--- src/fp_pkg.sv ---
`default_nettype none

package fp_pkg;

    // binary32 field widths
    localparam int FP_EXP_W = 8;
    localparam int FP_MAN_W = 23;
    localparam int FP_BIAS = 127;

    typedef logic [FP_EXP_W-1:0] fp_exp_t;
    typedef logic [FP_MAN_W-1:0] fp_man_t;

    typedef struct packed {
        logic    sign;
        fp_exp_t exponent;
        fp_man_t mantissa;
    } fp32_t;

    // quiet bit of a NaN payload
    localparam int FP_QNAN_BIT = 22;

    localparam fp32_t FP_DEFAULT_NAN = 32'hFFC0_0000;
    localparam fp32_t FP_PLUS_INF = 32'h7F80_0000;

    // three times the bias, plus one for an even biased exponent
    localparam logic [8:0] FP_EXP_SUM_ODD = 9'(3 * FP_BIAS);
    localparam logic [8:0] FP_EXP_SUM_EVEN = 9'(3 * FP_BIAS + 1);

endpackage

`default_nettype wire
--- src/isqrt_pkg.sv ---
`default_nettype none

package isqrt_pkg;

    typedef logic [27:0] q2_26_t;
    typedef logic [55:0] q4_52_t;
    // operand mantissa with hidden one, doubled for an even exponent
    typedef logic [24:0] scaled_man_t;
    typedef logic [7:0]  lut_index_t;

    localparam q2_26_t Q_THREE = 28'hC00_0000;
    localparam int Q_TRUNC_LSB = 26;

    // seed table over [1,4), one entry per 1/64 segment
    localparam int SEED_ENTRIES = 256;
    localparam int SEED_INDEX_LSB = 17;
    // segment i has midpoint (2i+1)/128, so seed^2 = 2^59 / (2i+1) in Q2.26
    localparam int SEED_NUM_SHIFT = 59;

    localparam int NEWTON_LATENCY = 7;
    localparam int MANT_LATENCY = 1 + 2 * NEWTON_LATENCY;

    typedef struct packed {
        logic          valid;
        logic          sign;
        logic          special_case;
        fp_pkg::fp32_t special_result;
        logic          invalid;
    } isqrt_side_t;

endpackage

`default_nettype wire

--- src/isqrt_classify.sv ---
`timescale 1ns/1ps
`default_nettype none

module isqrt_classify (
    input  logic                   clk,
    input  logic                   rst,
    input  logic                   valid_in,
    input  fp_pkg::fp32_t          operand,
    output isqrt_pkg::isqrt_side_t side,
    output isqrt_pkg::scaled_man_t scaled_man,
    output fp_pkg::fp_exp_t        exponent,
    output logic                   div_zero
);

    import fp_pkg::*;
    import isqrt_pkg::*;

    logic        exp_zero;
    logic        exp_ones;
    logic        man_zero;
    logic        is_qnan;
    logic        is_snan;
    logic        is_inf;
    logic        is_tiny;
    fp32_t       quieted;
    isqrt_side_t side_next;
    scaled_man_t scaled_next;

    always_comb begin
        exp_zero = (operand.exponent == '0);
        exp_ones = (operand.exponent == '1);
        man_zero = (operand.mantissa == '0);
        is_qnan  = exp_ones & ~man_zero & operand.mantissa[FP_QNAN_BIT];
        is_snan  = exp_ones & ~man_zero & ~operand.mantissa[FP_QNAN_BIT];
        is_inf   = exp_ones & man_zero;
        // denormals are flushed and treated like zero
        is_tiny  = exp_zero;

        quieted = operand;
        quieted.mantissa[FP_QNAN_BIT] = 1'b1;

        side_next.valid = valid_in;
        side_next.sign = operand.sign;
        side_next.invalid = is_snan;
        side_next.special_case = 1'b1;
        if (is_qnan) begin
            side_next.special_result = operand;
        end else if (is_snan) begin
            side_next.special_result = quieted;
        end else if (operand.sign) begin
            side_next.special_result = FP_DEFAULT_NAN;
        end else if (is_inf) begin
            side_next.special_result = '0;
        end else if (is_tiny) begin
            side_next.special_result = FP_PLUS_INF;
        end else begin
            side_next.special_case = 1'b0;
            side_next.special_result = '0;
        end

        // even biased exponent means odd true exponent, so move one factor of 2 in
        if (operand.exponent[0]) begin
            scaled_next = {2'b01, operand.mantissa};
        end else begin
            scaled_next = {1'b1, operand.mantissa, 1'b0};
        end
    end

    always_ff @(posedge clk or posedge rst) begin
        if (rst) begin
            side       <= '0;
            scaled_man <= '0;
            exponent   <= '0;
            div_zero   <= 1'b0;
        end else begin
            side       <= side_next;
            scaled_man <= scaled_next;
            exponent   <= operand.exponent;
            // a negative zero is caught by the negative rule first
            div_zero   <= is_tiny & ~operand.sign;
        end
    end

endmodule

`default_nettype wire

--- config.mk ---
export PLATFORM = sky130hd
export DESIGN_NAME = isqrt_classify
export DESIGN_NICKNAME = d
export VERILOG_FILES = /design/src/fp_pkg.sv /design/src/isqrt_pkg.sv /design/src/isqrt_classify.sv
export SDC_FILE = /design/constraint.sdc
export NUM_CORES = 1
export LEC_CHECK = 0
export BUFFER_PORTS_ARGS = -buffer_cell sky130_fd_sc_hd__buf_2
export CAP_MARGIN = 20
export CORE_UTILIZATION = 41
export DETAILED_ROUTE_END_ITERATION = 7
export GPL_TIMING_DRIVEN = 0
export PLACE_DENSITY = 0.74
export SLEW_MARGIN = 20
export SYNTH_ARGS = -nofsm -noshare
export SYNTH_HDL_FRONTEND = slang
export SYNTH_SLANG_ARGS = --single-unit
export TNS_END_PERCENT = 5
--- constraint.sdc ---
create_clock -name clk -period 1.85 [get_ports clk]
set_input_delay 0 -clock clk [delete_from_list [all_inputs] [get_ports clk]]
set_output_delay 0 -clock clk [all_outputs]
set_load 0.05 [all_outputs]
==> results.ini <==
[outcome]
status = complete, no violations

[setup_path]
crit_type = in -> reg
slowest_delay_ps = 550
critPathLaunchType = input pin
cp-startpoint = operand[23]
crit_arrival_ps = 1710
cp.required_ps = 2070
crit_path_max_fanout = 10
path_cells = dlygate4sd3_1, buf_2, buf_4, buf_2, nand2_1, o21ai_0, dlygate4sd3_1
cp_slowest_cell = dlygate4sd3_1
end_kind = register

[global_route]
grt_pass1_vias = 1800
grt_usage = 0.202
grt_pass1_wl_mm = 8.74
grt_max_degree = 38
overflow = 0
antenna_found_initial = 0

[clocking]
htree_levels = 3
cts_setup_buffers = 0
cts_buffer_depth = 2
cts_sinks = 69
root_buffer = clkbuf_8
clkSlewWorstSetupHoldPaths_ps = 70
numCtsBuffers = 9
cts_tree = done

[routing]
topRoutingLayerUsed = met4
drt-met1-wl_mm = 2.16
drcViolationCount = 0
drt_wl_total_mm = 5.43
via_per_inst = 4.47
route.met2.wl_mm = 2.80
route.vias.total = 1716
wl_met3_um = 377
firstDrtPassIters = 4
wl_per_cell_um = 14.1
ant_nets = 0
drtIter0Drc = 39

[synthesis]
synth_area_leaders = dfrtp_1 (74%), mux2_2 (9.7%), and2_1 (5.1%)
synth_top_cell_by_area = dfrtp_1
synth.avg_cell_area_sq_um = 14.9
synth_nets = 191
synth-seq-area-share = 0.742
yosysWarningCount = 0
synth_cell_type_count = 20
synth_top_area_share = 0.742
netlist_area_sq_um = 2330
synth_cells = 156
yosys_register_bits = 69

[finish]
final_cell_mix = buf_2 (106), dfrtp_1 (69), dlygate4sd3_1 (35), mux2_2 (20), and2_1 (19)
mostFrequentLayoutCell = buf_2
drive_gt1_frac = 0.490
syn2layout_area_growth_pct = 51.5
postLayoutCellArea_sq_um = 3520
antenna_cells = 0
nets = 342

[timing]
slew_viol_final = 0
hold_slack_ps = 219
fin_crit_ps = 1490
fin_crit_sh = 0.807
hold_violations = 0
setup_viol = 0
slew_headroom = 0.680
fmax_ghz = 0.670
tightest_slew_ps = 475
rsz0062_at_grt = false
fin_ws_ps = 358

[placed_design]
gp_congestion = 0.713
io_buffers = 104
dp_hpwl_mm = 3.41
dpl_cell_area_sq_um = 2960
dp_slack_ps = 593

[power_and_ir_drop]
power.density_nw_per_um2 = 974
p_leak_nw = 1.82
finalPower_w = 0.00343
peakVddDrop_mv = 0.456

[die]
rows = 27
dieArea_sq_um = 5980
die_height_um = 77.3
coreArea_sq_um = 5470
boundaryPins = 105
fp.dieW_um = 77.3
start_util = 0.425

[run]
cap_violations = 0

[min_path]
hold_class = in -> async

-- state kept, by name (all words and copies together), names as in the netlist --
register	count
div_zero	1
side	35
exponent	8
scaled_man	25
-- worst max-delay path: cells and delay by family --
family | cells | cell delay [ps]
AO/OA/AOI/OAI | 1 | 70
AND/OR/NAND/NOR | 1 | 80
buffers and inverters | 5 | 1560
-- worst max path at each step --
stage	to	slack [ps]
after floorplan	div_zero$_DFF_PP0_	110
after global placement	side[14]$_DFF_PP0_	-580
after detailed placement	side[26]$_DFF_PP0_	590
after CTS	scaled_man[16]$_DFF_PP0_	370
after global routing	scaled_man[16]$_DFF_PP0_	290
final	scaled_man[16]$_DFF_PP0_	360
-- final cells by class --
cell class	count	area (sq um)
timing repair buffer	140	891
buffer	7	46.3
fill	418	1950
tap	72	90.1
clock buffer	10	128
multi-input combinational	76	538
clock inverter	6	87.6
sequential	69	1730
inverter	4	17.5
-- cells in the mapped netlist --
cell type	instances
and2_1	19
or2_2	1
nor4_2	1
nand2b_1	1
inv_1	4
clkbuf_2	2
nor2_1	6
buf_2	2
o21ai_0	3
and2_2	1
buf_6	1
buf_4	2
nand4_1	3
dfrtp_1	69
o21ai_2	1
mux2_2	20
nor4_1	6
nand2_1	12
nor3_1	1
a21oi_2	1
-- per-layer routing --
| layer | global-route usage | vias up |
|---|---|---|
| met5 | 0 | - |
| met4 | 0.100 | 0 |
| met3 | 0.0595 | 9 |
| met2 | 0.335 | 81 |
| met1 | 0.240 | 814 |
| li1 | - | 812 |
-- metrics by stage --
| stage | util | std cells | TNS (ps) |
|---|---|---|---|
| floorplan | - | 156 | 0 |
| global placement | 0.537 | 332 | -40060 |
| detailed placement | 0.541 | 333 | 0 |
| CTS | 0.644 | 384 | 0 |
| global route | 0.644 | 384 | 0 |
| finish | 0.644 | 384 | 0 |
-- timing repair --
action / in CTS / in global routing
gates resized for setup: 0 / 0
endpoints found under the hold margin: 100 / 0
hold buffers: 35 / 0
-- power by group --
part / leakage, nW / switching, W / internal [W]
Sequential: 0.860 / 0.0000177 / 0.00157
Combinational: 0.865 / 0.000370 / 0.000169
Clock: 0.0985 / 0.000550 / 0.000756
Total: 1.82 / 0.000938 / 0.00250
-- cell families after synthesis --
logic type / share of synthesized area
multiplexers: 0.0968
AO/OA/AOI/OAI: 0.0140
buffers and inverters: 0.0264
flip-flops: 0.742
AND/OR/NAND/NOR: 0.120
No activity file was read; power rests on OpenSTA's default activity.
