--- config.mk ---
export PLATFORM = sky130hd
export DESIGN_NAME = isqrt_exponent
export DESIGN_NICKNAME = d
export VERILOG_FILES = /design/src/fp_pkg.sv /design/src/isqrt_exponent.sv
export SDC_FILE = /design/constraint.sdc
export NUM_CORES = 1
export LEC_CHECK = 0
export BUFFER_PORTS_ARGS = -buffer_cell sky130_fd_sc_hd__buf_2
export CORE_MARGIN = 5
export CORE_UTILIZATION = 58
export DETAILED_ROUTE_END_ITERATION = 6
export HOLD_SLACK_MARGIN = 0.05
export PLACE_DENSITY = 0.81
export RECOVER_POWER = 25
export SLEW_MARGIN = 20
export SYNTH_ARGS = -nofsm -noshare
export SYNTH_HDL_FRONTEND = slang
export SYNTH_SLANG_ARGS = --single-unit
--- constraint.sdc ---
create_clock -name clk -period 4.5 [get_ports clk]
set_input_delay 0.45 -clock clk [delete_from_list [all_inputs] [get_ports clk]]
set_output_delay 0.45 -clock clk [all_outputs]
set_load 0.05 [all_outputs]
--- src/fp_pkg.sv ---
`default_nettype none

package fp_pkg;

    // binary32 field widths
    localparam int FP_EXP_W = 8;
    localparam int FP_MAN_W = 23;
    localparam int FP_BIAS = 127;

    typedef logic [FP_EXP_W-1:0] fp_exp_t;
    typedef logic [FP_MAN_W-1:0] fp_man_t;

    typedef struct packed {
        logic    sign;
        fp_exp_t exponent;
        fp_man_t mantissa;
    } fp32_t;

    // quiet bit of a NaN payload
    localparam int FP_QNAN_BIT = 22;

    localparam fp32_t FP_DEFAULT_NAN = 32'hFFC0_0000;
    localparam fp32_t FP_PLUS_INF = 32'h7F80_0000;

    // three times the bias, plus one for an even biased exponent
    localparam logic [8:0] FP_EXP_SUM_ODD = 9'(3 * FP_BIAS);
    localparam logic [8:0] FP_EXP_SUM_EVEN = 9'(3 * FP_BIAS + 1);

endpackage

`default_nettype wire
--- src/isqrt_exponent.sv ---
`timescale 1ns/1ps
`default_nettype none

module isqrt_exponent #(
    parameter int DELAY = 15
) (
    input  logic            clk,
    input  logic            rst,
    input  fp_pkg::fp_exp_t exponent,
    input  logic            div_zero_in,
    output fp_pkg::fp_exp_t new_exponent,
    output logic            div_zero
);

    import fp_pkg::*;

    logic [8:0] half_sum;
    logic [8:0] biased;
    fp_exp_t    clamped;
    fp_exp_t    exp_line [DELAY];
    logic       dz_line [DELAY];

    always_comb begin
        if (exponent[0]) begin
            half_sum = (FP_EXP_SUM_ODD - {1'b0, exponent}) >> 1;
        end else begin
            half_sum = (FP_EXP_SUM_EVEN - {1'b0, exponent}) >> 1;
        end
        // one less, since the mantissa result sits in (0.5,1]
        biased = half_sum - 9'd1;
        clamped = biased[8] ? '0 : biased[7:0];
    end

    // carry the exponent alongside the mantissa pipeline
    always_ff @(posedge clk or posedge rst) begin
        if (rst) begin
            for (int i = 0; i < DELAY; i++) begin
                exp_line[i] <= '0;
                dz_line[i]  <= 1'b0;
            end
        end else begin
            exp_line[0] <= clamped;
            dz_line[0]  <= div_zero_in;
            for (int i = 1; i < DELAY; i++) begin
                exp_line[i] <= exp_line[i-1];
                dz_line[i]  <= dz_line[i-1];
            end
        end
    end

    assign new_exponent = exp_line[DELAY-1];
    assign div_zero = dz_line[DELAY-1];

endmodule

`default_nettype wire

==> flow_metrics.tcl <==
set metrics [dict create \
    final_cells 333 \
    clkPwrFrac_pct 50.2 \
    ys_ff_latch 135 \
    numCtsBuffers 17 \
    power_leakage_uw 0.002170 \
    fillers 387 \
    antenna_left 0 \
    p_int_uw 2427 \
    drv_slew 0 \
    path_clk_slew_ns 0.06 \
    p_comb_share_pct 4.0 \
    ioPinCount 20 \
    via_per_inst 5.114 \
    die_area_sq_um 8573 \
    worst_slew_pin_slew_ns 0.8308 \
    crit_top_cell "ha_1" \
    grt_setup_unrepaired "no" \
    max_stage_delay_ns 0.51 \
    grt_pass1_vias 2002 \
    rows 30 \
    yosys_warnings 0 \
    grt_pass1_wl_microns 9922 \
    portBuffers 19 \
    regToRegSetupSlack_ns 3.99 \
    synth_fa_ha_area_share_pct 1.265 \
    antenna_found_initial 0 \
    dpl-instance-area_sq_um 4063 \
    arrival_ns 2.50 \
    synth_fp_nets 228 \
    clock-skew-final_ns 0.007303 \
    cp_cell_sequence "buf_2 -> ha_1 -> xor2_1 -> o21a_1 -> ha_1 -> inv_1 -> a2111oi_0 -> a211oi_1 -> xnor2_1" \
    routedWlPerCell_microns 17.26 \
    crit_path_top_delay_cell "a2111oi_0" \
    fin_crit_ns 2.131 \
    drt_pass1_iterations 4 \
    cp-startpoint "exponent[0]" \
    nNetsFinal 255 \
    diodes 0 \
    synth_top_family_by_area "compound AO/OA/AOI/OAI gates" \
    regArea_sq_um 3378 \
    die_w_microns 92.59 \
    cap_violations 0 \
    core_area_sq_um 6719 \
    ir_drop_mv 0.3194 \
    synth_compound_area_share_pct 4.269 \
    max_freq_mhz 469.3 \
    timing.final.crit_share_pct 47.36 \
    slew-limit-headroom_pct 44.61 \
    power_frac_seq_pct 45.8 \
    ys_types 39 \
    powerDensity_nw_per_um2 644.3 \
    wl_microns 5747 \
    clk_latency_ns 0.51 \
    hold_violations 0 \
    timing.rr.end "exp_line[19]" \
    hp-class "input pin to async pin" \
    htreeDepth 4 \
    cts_tree "built" \
    syn_avg_cell_area_sq_um 18.57 \
    seq_area_frac_synth_pct 85.39 \
    setup_viol 0 \
    start_util_pct 58.88 \
    cp-start-kind "input pin" \
    multi_input_area_sq_um 454.2 \
    synth_xor_area_share_pct 1.328 \
    switching_share_pct 20.58 \
    synthSimpleGateAreaFrac_pct 3.447 \
    drcViolationCount 0 \
    vias 1703 \
    cts_num_sinks 135 \
    cts_setup_buffers 0 \
    globalplace.congestion 0.9322 \
    critPathKind "input pin to flop" \
    syn_area_sq_um 3956 \
    stdcell_area_sq_um 4742 \
    p_sw_uw 628.8 \
    status "finished clean" \
    die_h_microns 92.59 \
    worst_r2r_path_depth 0 \
    worstPathRequired_ns 4.87 \
    synth.mux.area_fraction_pct 1.170 \
    cts-root-buf "clkbuf_8" \
    crit_fanout 8 \
    area_growth_pct 19.86 \
    drive_above_1_share_pct 22.53 \
    end_kind "flop" \
    grt_usage_pct 16.02 \
    place_inst 300 \
    detail_route.iter0.violations 96 \
    gr-total-overflow 0 \
    cts_buffer_depth 2 \
    r2r-start "exp_line[27]" \
    synthCells 213 \
    dpl.hpwl_microns 2705 \
    fin_tns_setup_ns 0 \
    grt_max_degree 136 \
]
[logic make-up after synthesis]
| family | Yosys count |
|---|---|
| simple gates | 24 |
| compound gates | 20 |
| fa+ha+maj | 4 |
| flops | 135 |
| xor+xnor | 6 |
| mux | 4 |
| buf+inv | 20 |
[metal layers]
metal,part of all wire (%),GRT usage [%]
met1,38,17.46
met2,56,26.53
met3,5.0,5.686
met4,1.0,10.27
met5,0,0
[synthesized netlist by cell type]
cell type  count  area (sq um)
or3_1          2         12.51
mux2_2         1         11.26
nor2b_1        1         6.260
nand3_1        2         10.01
a311oi_1       1         8.760
nand2b_2       1         8.760
a21oi_1        1         5.000
nand2_1        5         18.77
a211oi_1       1         7.510
o31ai_1        1         7.510
a221o_1        1         10.01
inv_1          8         30.03
a2111oi_0      5         43.79
o21a_1         1         7.510
a311oi_2       1         15.01
nand2b_1       2         12.51
mux2_4         1         15.01
buf_4          9         67.56
o2111ai_1      2         17.52
o211ai_2       1         12.51
nor2_1         3         11.26
or3b_1         1         8.760
nand4b_1       1         8.760
a31oi_1        1         6.260
nand4_1        3         18.77
ha_1           4         50.05
xnor2_1        4         35.03
o21ai_0        1         5.000
and2b_1        1         7.510
buf_6          2         22.52
or2_2          1         6.260
xor2_1         2         17.52
o211ai_1       1         7.510
nor4_1         1         6.260
o41ai_1        1         8.760
dfrtp_1      135          3378
o22ai_1        1         6.260
clkbuf_1       1         3.750
mux2i_1        2         20.02
[through the flow]
step	util (%)	setup WS, ns	hold WS (ns)	total power (uW)
floorplan	-	0.4389	0.3312	1505
finish	70.58	2.369	0.1289	3055
detailed placement	60.47	2.071	0.3347	1537
global route	70.58	2.297	0.1137	3178
global placement	60.47	2.235	0.3325	1522
CTS	70.54	2.440	0.09903	3105
[placed cells by master, fill, tap and decap left out, types with 2 or more instances in the layout]
cell and count:
a2111oi_0 5, or3_1 2, xnor2_1 4, nand3_1 2
mux2i_1 2, dfrtp_1 135, nor2_1 3, xor2_1 2
inv_1 7, nand2b_1 2, o2111ai_1 2, clkbuf_8 3
nand4_1 3, clkbuf_16 16, clkinv_2 3, ha_1 4
bufinv_16 6, buf_2 19, clkinv_4 2, nand2_1 5
[timing repair]
action / in CTS / in global routing
endpoints found under the hold margin: 1 / 0
gates resized for setup: 0 / 0
hold buffers: 1 / 0
[registers in the layout (all words and copies together) (netlist names)]
| name | cells |
|---|---|
| exp_line | 112 |
| dz_line | 14 |
| new_exponent | 8 |
| div_zero | 1 |
[how the worst max path moves through the flow]
stage / end / slack [ns] / depth (start not counted)
3_5_place_dp: exp_line[118] / 2.07 / 9
6_report: exp_line[118] / 2.37 / 9
2_1_floorplan: div_zero / 0.44 / 1
4_1_cts: exp_line[118] / 2.44 / 9
3_3_place_gp: exp_line[118] / 2.24 / 9
5_1_grt: exp_line[118] / 2.30 / 9
[worst max-delay path: cells and delay by family]
| family | cells | cell delay (ns) |
|---|---|---|
| AOI/OAI and AO/OA | 3 | 0.82 |
| adders and majority gates | 2 | 0.49 |
| xor gates and xnor gates | 2 | 0.42 |
| buffers and inverters | 2 | 0.31 |
[area by class of cell]
cell class / count / share of cell area, %
flip-flops and latches: 135 / 71.24
multi-input cells: 58 / 9.578
clock buffers: 20 / 9.393
clock inverters: 12 / 4.670
repair buffers: 20 / 2.216
well taps: 80 / 2.111
inverters: 8 / 0.7916
[power by group through the flow]
| stage | sequential, uW | clock, uW | combinational (uW) |
|---|---|---|---|
| after floorplan | 1400 | 0 | 105 |
| after global placement | 1410 | 0 | 116 |
| after detailed placement | 1420 | 0 | 121 |
| after CTS | 1400 | 1580 | 124 |
| after global routing | 1420 | 1630 | 134 |
| final | 1400 | 1530 | 123 |
Note: power is estimated with default switching activity, not from simulation.
