## config.mk

```make
export PLATFORM = sky130hd
export DESIGN_NAME = isqrt_round
export DESIGN_NICKNAME = d
export VERILOG_FILES = /design/src/fp_pkg.sv /design/src/isqrt_pkg.sv /design/src/isqrt_round.sv
export SDC_FILE = /design/constraint.sdc
export NUM_CORES = 1
export LEC_CHECK = 0
export ABC_CLOCK_PERIOD_IN_PS = 1100
export BUFFER_PORTS_ARGS = -buffer_cell sky130_fd_sc_hd__buf_2
export CAP_MARGIN = 20
export CORE_MARGIN = 2
export CORE_UTILIZATION = 47
export CTS_CLUSTER_DIAMETER = 50
export CTS_CLUSTER_SIZE = 28
export DETAILED_ROUTE_END_ITERATION = 6
export PLACE_DENSITY = 0.78
export SYNTH_ARGS = -nofsm -noshare
export SYNTH_HDL_FRONTEND = slang
export SYNTH_SLANG_ARGS = --single-unit
```

## constraint.sdc

```tcl
create_clock -name clk -period 1.1 [get_ports clk]
set_clock_uncertainty 0.1 [all_clocks]
set_input_delay 0.11 -clock clk [delete_from_list [all_inputs] [get_ports clk]]
set_output_delay 0.11 -clock clk [all_outputs]
set_load 0.005 [all_outputs]
```

## src/fp_pkg.sv

```systemverilog
`default_nettype none

package fp_pkg;

    // binary32 field widths
    localparam int FP_EXP_W = 8;
    localparam int FP_MAN_W = 23;
    localparam int FP_BIAS = 127;

    typedef logic [FP_EXP_W-1:0] fp_exp_t;
    typedef logic [FP_MAN_W-1:0] fp_man_t;

    typedef struct packed {
        logic    sign;
        fp_exp_t exponent;
        fp_man_t mantissa;
    } fp32_t;

    // quiet bit of a NaN payload
    localparam int FP_QNAN_BIT = 22;

    localparam fp32_t FP_DEFAULT_NAN = 32'hFFC0_0000;
    localparam fp32_t FP_PLUS_INF = 32'h7F80_0000;

    // three times the bias, plus one for an even biased exponent
    localparam logic [8:0] FP_EXP_SUM_ODD = 9'(3 * FP_BIAS);
    localparam logic [8:0] FP_EXP_SUM_EVEN = 9'(3 * FP_BIAS + 1);

endpackage

`default_nettype wire
```

## src/isqrt_pkg.sv

```systemverilog
`default_nettype none

package isqrt_pkg;

    typedef logic [27:0] q2_26_t;
    typedef logic [55:0] q4_52_t;
    // operand mantissa with hidden one, doubled for an even exponent
    typedef logic [24:0] scaled_man_t;
    typedef logic [7:0]  lut_index_t;

    localparam q2_26_t Q_THREE = 28'hC00_0000;
    localparam int Q_TRUNC_LSB = 26;

    // seed table over [1,4), one entry per 1/64 segment
    localparam int SEED_ENTRIES = 256;
    localparam int SEED_INDEX_LSB = 17;
    // segment i has midpoint (2i+1)/128, so seed^2 = 2^59 / (2i+1) in Q2.26
    localparam int SEED_NUM_SHIFT = 59;

    localparam int NEWTON_LATENCY = 7;
    localparam int MANT_LATENCY = 1 + 2 * NEWTON_LATENCY;

    typedef struct packed {
        logic          valid;
        logic          sign;
        logic          special_case;
        fp_pkg::fp32_t special_result;
        logic          invalid;
    } isqrt_side_t;

endpackage

`default_nettype wire

```

## src/isqrt_round.sv

```systemverilog
`timescale 1ns/1ps
`default_nettype none

module isqrt_round (
    input  logic                   clk,
    input  logic                   rst,
    input  isqrt_pkg::q4_52_t      root_inv,
    input  isqrt_pkg::isqrt_side_t side,
    input  fp_pkg::fp_exp_t        new_exponent,
    input  logic                   div_zero_in,
    output fp_pkg::fp32_t          result,
    output logic                   valid_out,
    output logic                   invalid_operation,
    output logic                   division_by_zero,
    output logic                   inexact
);

    import fp_pkg::*;

    logic                     int_bit;
    logic                     guard;
    logic                     round_bit;
    logic                     sticky;
    logic                     round_up;
    logic                     grs;
    fp_man_t                  man_trunc;
    fp_man_t                  man_rounded;
    logic [$bits(fp_man_t):0] man_sum;
    fp_exp_t                  exp_norm;
    fp_exp_t                  exp_rounded;

    always_comb begin
        // value is in (0.5,1], only exactly 1.0 reaches the integer bit
        int_bit = root_inv[52];
        if (int_bit) begin
            man_trunc = root_inv[51:29];
            guard     = root_inv[28];
            round_bit = root_inv[27];
            sticky    = |root_inv[26:0];
        end else begin
            man_trunc = root_inv[50:28];
            guard     = root_inv[27];
            round_bit = root_inv[26];
            sticky    = |root_inv[25:0];
        end
        grs = guard | round_bit | sticky;

        // nearest even
        round_up = guard & (round_bit | sticky | man_trunc[0]);
        man_sum  = {1'b0, man_trunc} + round_up;
        exp_norm = new_exponent + int_bit;
        if (man_sum[$bits(fp_man_t)]) begin
            man_rounded = '0;
            exp_rounded = exp_norm + 1'b1;
        end else begin
            man_rounded = man_sum[$bits(fp_man_t)-1:0];
            exp_rounded = exp_norm;
        end
    end

    always_ff @(posedge clk or posedge rst) begin
        if (rst) begin
            result            <= '0;
            valid_out         <= 1'b0;
            invalid_operation <= 1'b0;
            division_by_zero  <= 1'b0;
            inexact           <= 1'b0;
        end else begin
            valid_out <= side.valid;
            if (!side.valid) begin
                result            <= '0;
                invalid_operation <= 1'b0;
                division_by_zero  <= 1'b0;
                inexact           <= 1'b0;
            end else begin
                invalid_operation <= side.invalid;
                division_by_zero  <= div_zero_in;
                if (side.special_case) begin
                    result  <= side.special_result;
                    inexact <= 1'b0;
                end else begin
                    result  <= {side.sign, exp_rounded, man_rounded};
                    inexact <= grs;
                end
            end
        end
    end

endmodule

`default_nettype wire

```

==> reports/metrics.csv, run 1 <==
stage;metric;value;unit
drt;Avg WL per Cell;23.8;um
drt;Antenna Nets Post-Route;0;
hold_path;HP Class;input port to flop;
final_layout;post-route insts no fill;678;
grt;initial antenna violation count;0;
hold_path;Hold Path Sink;result[23]$_DFF_PP0_;
sta;crit path time final;2340;ps
sta;Setup violations, final;32;
logic_synthesis;top post-synthesis cells by count;nand2_1 (37), dfrtp_1 (36), xor2_1 (22), mux2i_1 (21);
placed_design;port buffer count;135;
drt;WL final;16.2;mm
sta;RSZ-0062 raised after global routing;true;
grt;first-pass GRT wire length;18.4;mm
die;total core area;5960;um2
sta;WHS;40.8;ps
sta;Pins Over Slew Limit;0;
worst_setup_path;Critical Path AT;2440;ps
sta;Slew @ Worst Pin;480;ps
die;die height;82.7;um
sta;slew margin rel.;0.671;
final_layout;nets@finish;709;
run;maxcap violations;0;
logic_synthesis;syn nets;444;
clock_tree;TritonCTS clock tree;yes;
logic_synthesis;Cell variety after synth;53;
logic_synthesis;top-count cell post-synth;nand2_1;
grt;GRT Util Overall;0.356;
power_and_ir_drop;Total Power;4.41;mW
logic_synthesis;ys async rst share;1.00;
sta;Period Utilization, post-route;2.12;
placed_design;placed inst area;4480;um2
die;die width;82.7;um
logic_synthesis;Mapped Cells;337;
sta;final hold viol count;0;
die;Boundary Pins;139;
final_layout;layout cells sized above 1;0.584;
logic_synthesis;post-synthesis register bit count;36;
final_layout;Post-Layout Inst Area;5540;um2
logic_synthesis;Mapped Area;2910;um2
outcome;failing checks;design-rule violations, negative setup slack;
sta;fin worst setup slack;-1240;ps
logic_synthesis;Syn. warnings;0;
worst_setup_path;Worst setup SP type;input port;
drt;Via Count;4387;
outcome;outcome;finished, violations left;
logic_synthesis;share of the synthesized area in the top cell type;0.310;
power_and_ir_drop;Max VDD drop;0.956;mV
clock_tree;Inserted Clock Buffers;5;
drt;Via-to-Cell Ratio;6.47;
die;Total Die Area;6840;um2
die;FP Rows;28;
drt;DR iter-0 viols;504;
worst_setup_path;Worst Path Max Fanout;4;
grt;vias in the first global route;3776;
logic_synthesis;simple-gate portion of the synthesized area;0.292;
logic_synthesis;top cells by area, synth;dfrtp_1 (31%), mux2i_1 (7.2%), xor2_1 (6.6%), xnor2_1 (4.8%), nand2_1 (4.8%);
worst_setup_path;Setup CP Type;input port to flop;
hold_path;Hold Path Depth;3;
clock_tree;CTS max path bufs;2;
hold_path;Hold Path Origin;side[24];
die;Starting Density;0.488;
logic_synthesis;adder-cell share of the synthesized area;0.0172;
grt;total grt overflow;0;
clock_tree;root buf cell;clkbuf_8;
logic_synthesis;ys flop type;dfrtp_1;
power_and_ir_drop;power per standard cell area;795;nW/um2
placed_design;GPL Wtd Cong;0.911;
logic_synthesis;Synth area leader;dfrtp_1;
final_layout;antenna cell count;0;
clock_tree;Clock Sinks;36;
logic_synthesis;number of synthesized flops with an enable pin;0;
drt;DRC viols;3;
logic_synthesis;Synth Area in Compound Gates;0.121;
logic_synthesis;XOR/XNOR share of the synthesized area;0.114;
placed_design;placed insts;616;
logic_synthesis;main combinational cell family by area after synthesis;simple AND/OR/NAND/NOR gates;
drt;First-pass DRT Iterations;7;
clock_tree;clock transition at the registers of the reported paths;90;ps
logic_synthesis;post-synthesis sequential area ratio;0.310;
logic_synthesis;post-synthesis mux area share;0.0963;
worst_setup_path;CP Capture Type;flop;
logic_synthesis;synthesized area per cell;8.63;um2
worst_setup_path;worst path required time;1210;ps
final_layout;Layout area overhead;90.5;%
placed_design;dpl hpwl;7.78;mm
grt;largest net degree at the start of global routing;37;
clock_tree;H-tree levels;2;
power_and_ir_drop;Leakage Power;2.71;nW
sta;Max Fclk;428;MHz
worst max-delay path, stage by stage:
cell     delay, ps
buf_12         110
mux2i_2        160
nor2_2         150
ha_4           150
nand2_2         50
or4_4          560
buf_6          180
nor3_2         220
xor2_1         270
mux2i_1        190
o31ai_2        280
routing by layer:
layer,wire length [um],share of wire,GRT usage
met2,7300,0.45,0.631
met5,0,0,0
met1,5540,0.34,0.421
met3,2070,0.13,0.0478
met4,1260,0.078,0.174
registers in the layout, summed over array words and instances, names as in the netlist:
signal             cells
invalid_operation      1
result                32
division_by_zero       1
inexact                1
valid_out              1
final cells by class:
| class | count | area [um2] |
|---|---|---|
| Fill cell | 190 | 415 |
| Sequential cell | 36 | 901 |
| Clock inverter | 2 | 35.0 |
| Inverter | 7 | 31.3 |
| Tap cell | 75 | 93.8 |
| Clock buffer | 6 | 72.6 |
| Multi-Input combinational cell | 271 | 2370 |
| Timing Repair Buffer | 281 | 2030 |
worst max path at each step:
stage,startpoint,endpoint,slack (ps)
floorplan,root_inv[52],result[20]$_DFF_PP0_,-1590
global placement,root_inv[52],result[22]$_DFF_PP0_,-1310
detailed placement,root_inv[52],result[22]$_DFF_PP0_,-1390
CTS,root_inv[52],result[18]$_DFF_PP0_,-1000
global route,root_inv[52],result[10]$_DFF_PP0_,-1400
finish,root_inv[52],result[10]$_DFF_PP0_,-1240
layout by cell type (no fill, tap or decap), types with 11 or more instances in the layout:
cell / n
buf_6: 14
mux2i_1: 16
dfrtp_1: 36
and2_1: 14
buf_2: 134
nand4_1: 11
dlygate4sd3_1: 20
nand2_1: 34
buf_4: 101
xor2_1: 20
xnor2_1: 13
power breakdown:
part	switching, mW	internal, mW	total [mW]	leakage [nW]
Sequential	0.0329	1.41	1.44	0.465
Clock	0.542	0.673	1.22	0.0552
Combinational	0.880	0.866	1.75	2.19
Total	1.46	2.95	4.41	2.71
kinds of logic (layout without fill, tap and decap cells):
logic type	after synthesis	in the layout
AO/OA/AOI/OAI	52	52
XOR/XNOR	38	38
adder cells (fa/ha/maj)	4	4
buffers and inverters	30	296
flip-flops	36	36
multiplexers	27	27
AND/OR/NAND/NOR	150	150
metrics by stage:
stage | setup WS, ps | utilization | setup TNS (ps)
after detailed placement | -1390 | 0.752 | -34060
final | -1240 | 0.930 | -25610
after global routing | -1400 | 0.930 | -27280
after floorplan | -1590 | - | -27850
after CTS | -1000 | 0.848 | -22620
after global placement | -1310 | 0.752 | -33070
repair_timing:
action | CTS | global route
endpoints found under the hold margin | 55 | 0
pin swaps | 18 | 36
buffers inserted | 16 | 17
gates resized for setup | 29 | 74
hold buffers | 20 | 0
setup endpoints to repair | 32 | 32
gates cloned | 1 | 0
Note: power is estimated with default switching activity, not from simulation.
==> run 2: changes to the inputs <==
CTS_CLUSTER_DIAMETER = 40   (was 50)
RECOVER_POWER = 50   (was default)
==> reports/metrics.csv, run 2 (same netlist as run 1, synthesis figures left out) <==
stage;metric;value;unit
final_layout;commonest cells after routing, fill and taps aside;buf_2 (134), buf_4 (100), dfrtp_1 (36);
die;Total Die Area;6840;um2
worst_setup_path;Critical Path AT;2430;ps
grt;vias in the first global route;3776;
grt;GRT Util Overall;0.356;
clock_tree;Inserted Clock Buffers;5;
placed_design;GPL Wtd Cong;0.911;
worst_setup_path;CP Capture Type;flop;
worst_setup_path;Worst Path Max Fanout;4;
power_and_ir_drop;Max VDD drop;0.947;mV
final_layout;Largest Register;result;
sta;slew margin rel.;0.567;
clock_tree;root buf cell;clkbuf_8;
drt;Avg WL per Cell;23.8;um
outcome;outcome;finished, violations left;
grt;largest net degree at the start of global routing;37;
sta;crit path time final;2310;ps
drt;DR iter-0 viols;496;
placed_design;dpl hpwl;7.78;mm
drt;Antenna Nets Post-Route;0;
clock_tree;CTS max path bufs;2;
drt;Via Count;4407;
sta;RSZ-0062 raised after global routing;true;
clock_tree;H-tree levels;2;
worst_setup_path;worst path required time;1210;ps
grt;first-pass GRT wire length;18.4;mm
sta;Period Utilization, post-route;2.10;
final_layout;most common library cell in the layout ignoring fill and taps;buf_2;
final_layout;nets@finish;709;
final_layout;antenna cell count;0;
die;Boundary Pins;139;
sta;Slew @ Worst Pin;650;ps
final_layout;Layout area overhead;89.9;%
final_layout;layout cells sized above 1;0.582;
power_and_ir_drop;power per standard cell area;797;nW/um2
final_layout;FF+latch area;901;um2
final_layout;filler cell count in the final layout;192;
grt;initial antenna violation count;0;
outcome;failing checks;negative setup slack;
run;maxcap violations;0;
die;die height;82.7;um
final_layout;Multi-input gate area;2370;um2
clock_tree;Clock Sinks;36;
hold_path;Hold Path Sink;result[23]$_DFF_PP0_;
hold_path;Hold Path Depth;3;
worst_setup_path;Setup CP Type;input port to flop;
placed_design;port buffer count;135;
sta;Fin Setup TNS;-25290;ps
drt;First-pass DRT Iterations;5;
sta;Pins Over Slew Limit;0;
sta;fin worst setup slack;-1210;ps
clock_tree;clock transition at the registers of the reported paths;90;ps
power_and_ir_drop;Total Power;4.40;mW
final_layout;max reg flops;32;
hold_path;Hold Path Origin;side[24];
die;die width;82.7;um
sta;Max Fclk;432;MHz
worst_setup_path;Worst setup SP type;input port;
die;total core area;5960;um2
clock_tree;TritonCTS clock tree;yes;
power_and_ir_drop;Leakage Power;2.70;nW
grt;total grt overflow;0;
drt;Via-to-Cell Ratio;6.50;
die;Starting Density;0.488;
die;FP Rows;28;
drt;WL final;16.1;mm
drt;DRC viols;0;
sta;Setup violations, final;33;
hold_path;HP Class;input port to flop;
sta;final hold viol count;0;
-- run 2: metrics by stage --
stage	hold WS, ps	util	instances	cell area [um2]	setup slack (ps)
after detailed placement	69.2	0.752	616	4480	-1390
after global placement	63.8	0.752	616	4480	-1310
after global routing	58.7	0.928	678	5520	-1400
after CTS	1.98	0.848	661	5050	-1000
after floorplan	41.4	-	337	3140	-1590
final	32.2	0.928	678	5520	-1210
-- run 2: repair_timing --
item	4_1_cts	5_1_grt
cloned	1	0
resized for setup	29	74
hold buffers	20	0
setup buffers	16	17
pin swaps	18	36
hold endpoints to repair	55	0
setup endpoints to repair	32	32
-- run 2: power breakdown --
| part | switching [mW] | leakage, nW | internal, mW |
|---|---|---|---|
| Clock | 0.549 | 0.0552 | 0.673 |
| Combinational | 0.877 | 2.18 | 0.858 |
| Sequential | 0.0329 | 0.465 | 1.41 |
| Total | 1.46 | 2.70 | 2.94 |
-- run 2: per-layer routing --
layer  GRT usage  share of wire  vias up
li1            -              -     1739
met4       0.174          0.073        0
met5           0              0        -
met1       0.421           0.34     2026
met3      0.0478           0.13      140
met2       0.631           0.46      502
-- run 2: layout make-up --
type,instances,area share
flip-flops and latches,36,0.163
clock inverters,2,0.00634
multi-input cells,271,0.429
inverters,7,0.00566
clock buffers,6,0.0131
repair buffers,281,0.365
well taps,75,0.0170
-- run 2: worst max-delay path by stage --
stage	start	endpoint	slack, ps	depth (start not counted)
after floorplan	root_inv[52]	result[20]$_DFF_PP0_	-1590	14
after global placement	root_inv[52]	result[22]$_DFF_PP0_	-1310	10
after detailed placement	root_inv[52]	result[22]$_DFF_PP0_	-1390	10
after CTS	root_inv[52]	result[18]$_DFF_PP0_	-1000	11
after global routing	root_inv[52]	result[10]$_DFF_PP0_	-1400	11
final	root_inv[52]	result[10]$_DFF_PP0_	-1210	11
-- run 2: critical path: stages --
cell     delay [ps]
buf_12          110
mux2i_2         160
nor2_2          150
ha_4            150
nand2_2          50
or4_4           560
buf_6           170
nor3_2          210
xor2_1          260
mux2i_1         190
o31ai_2         280
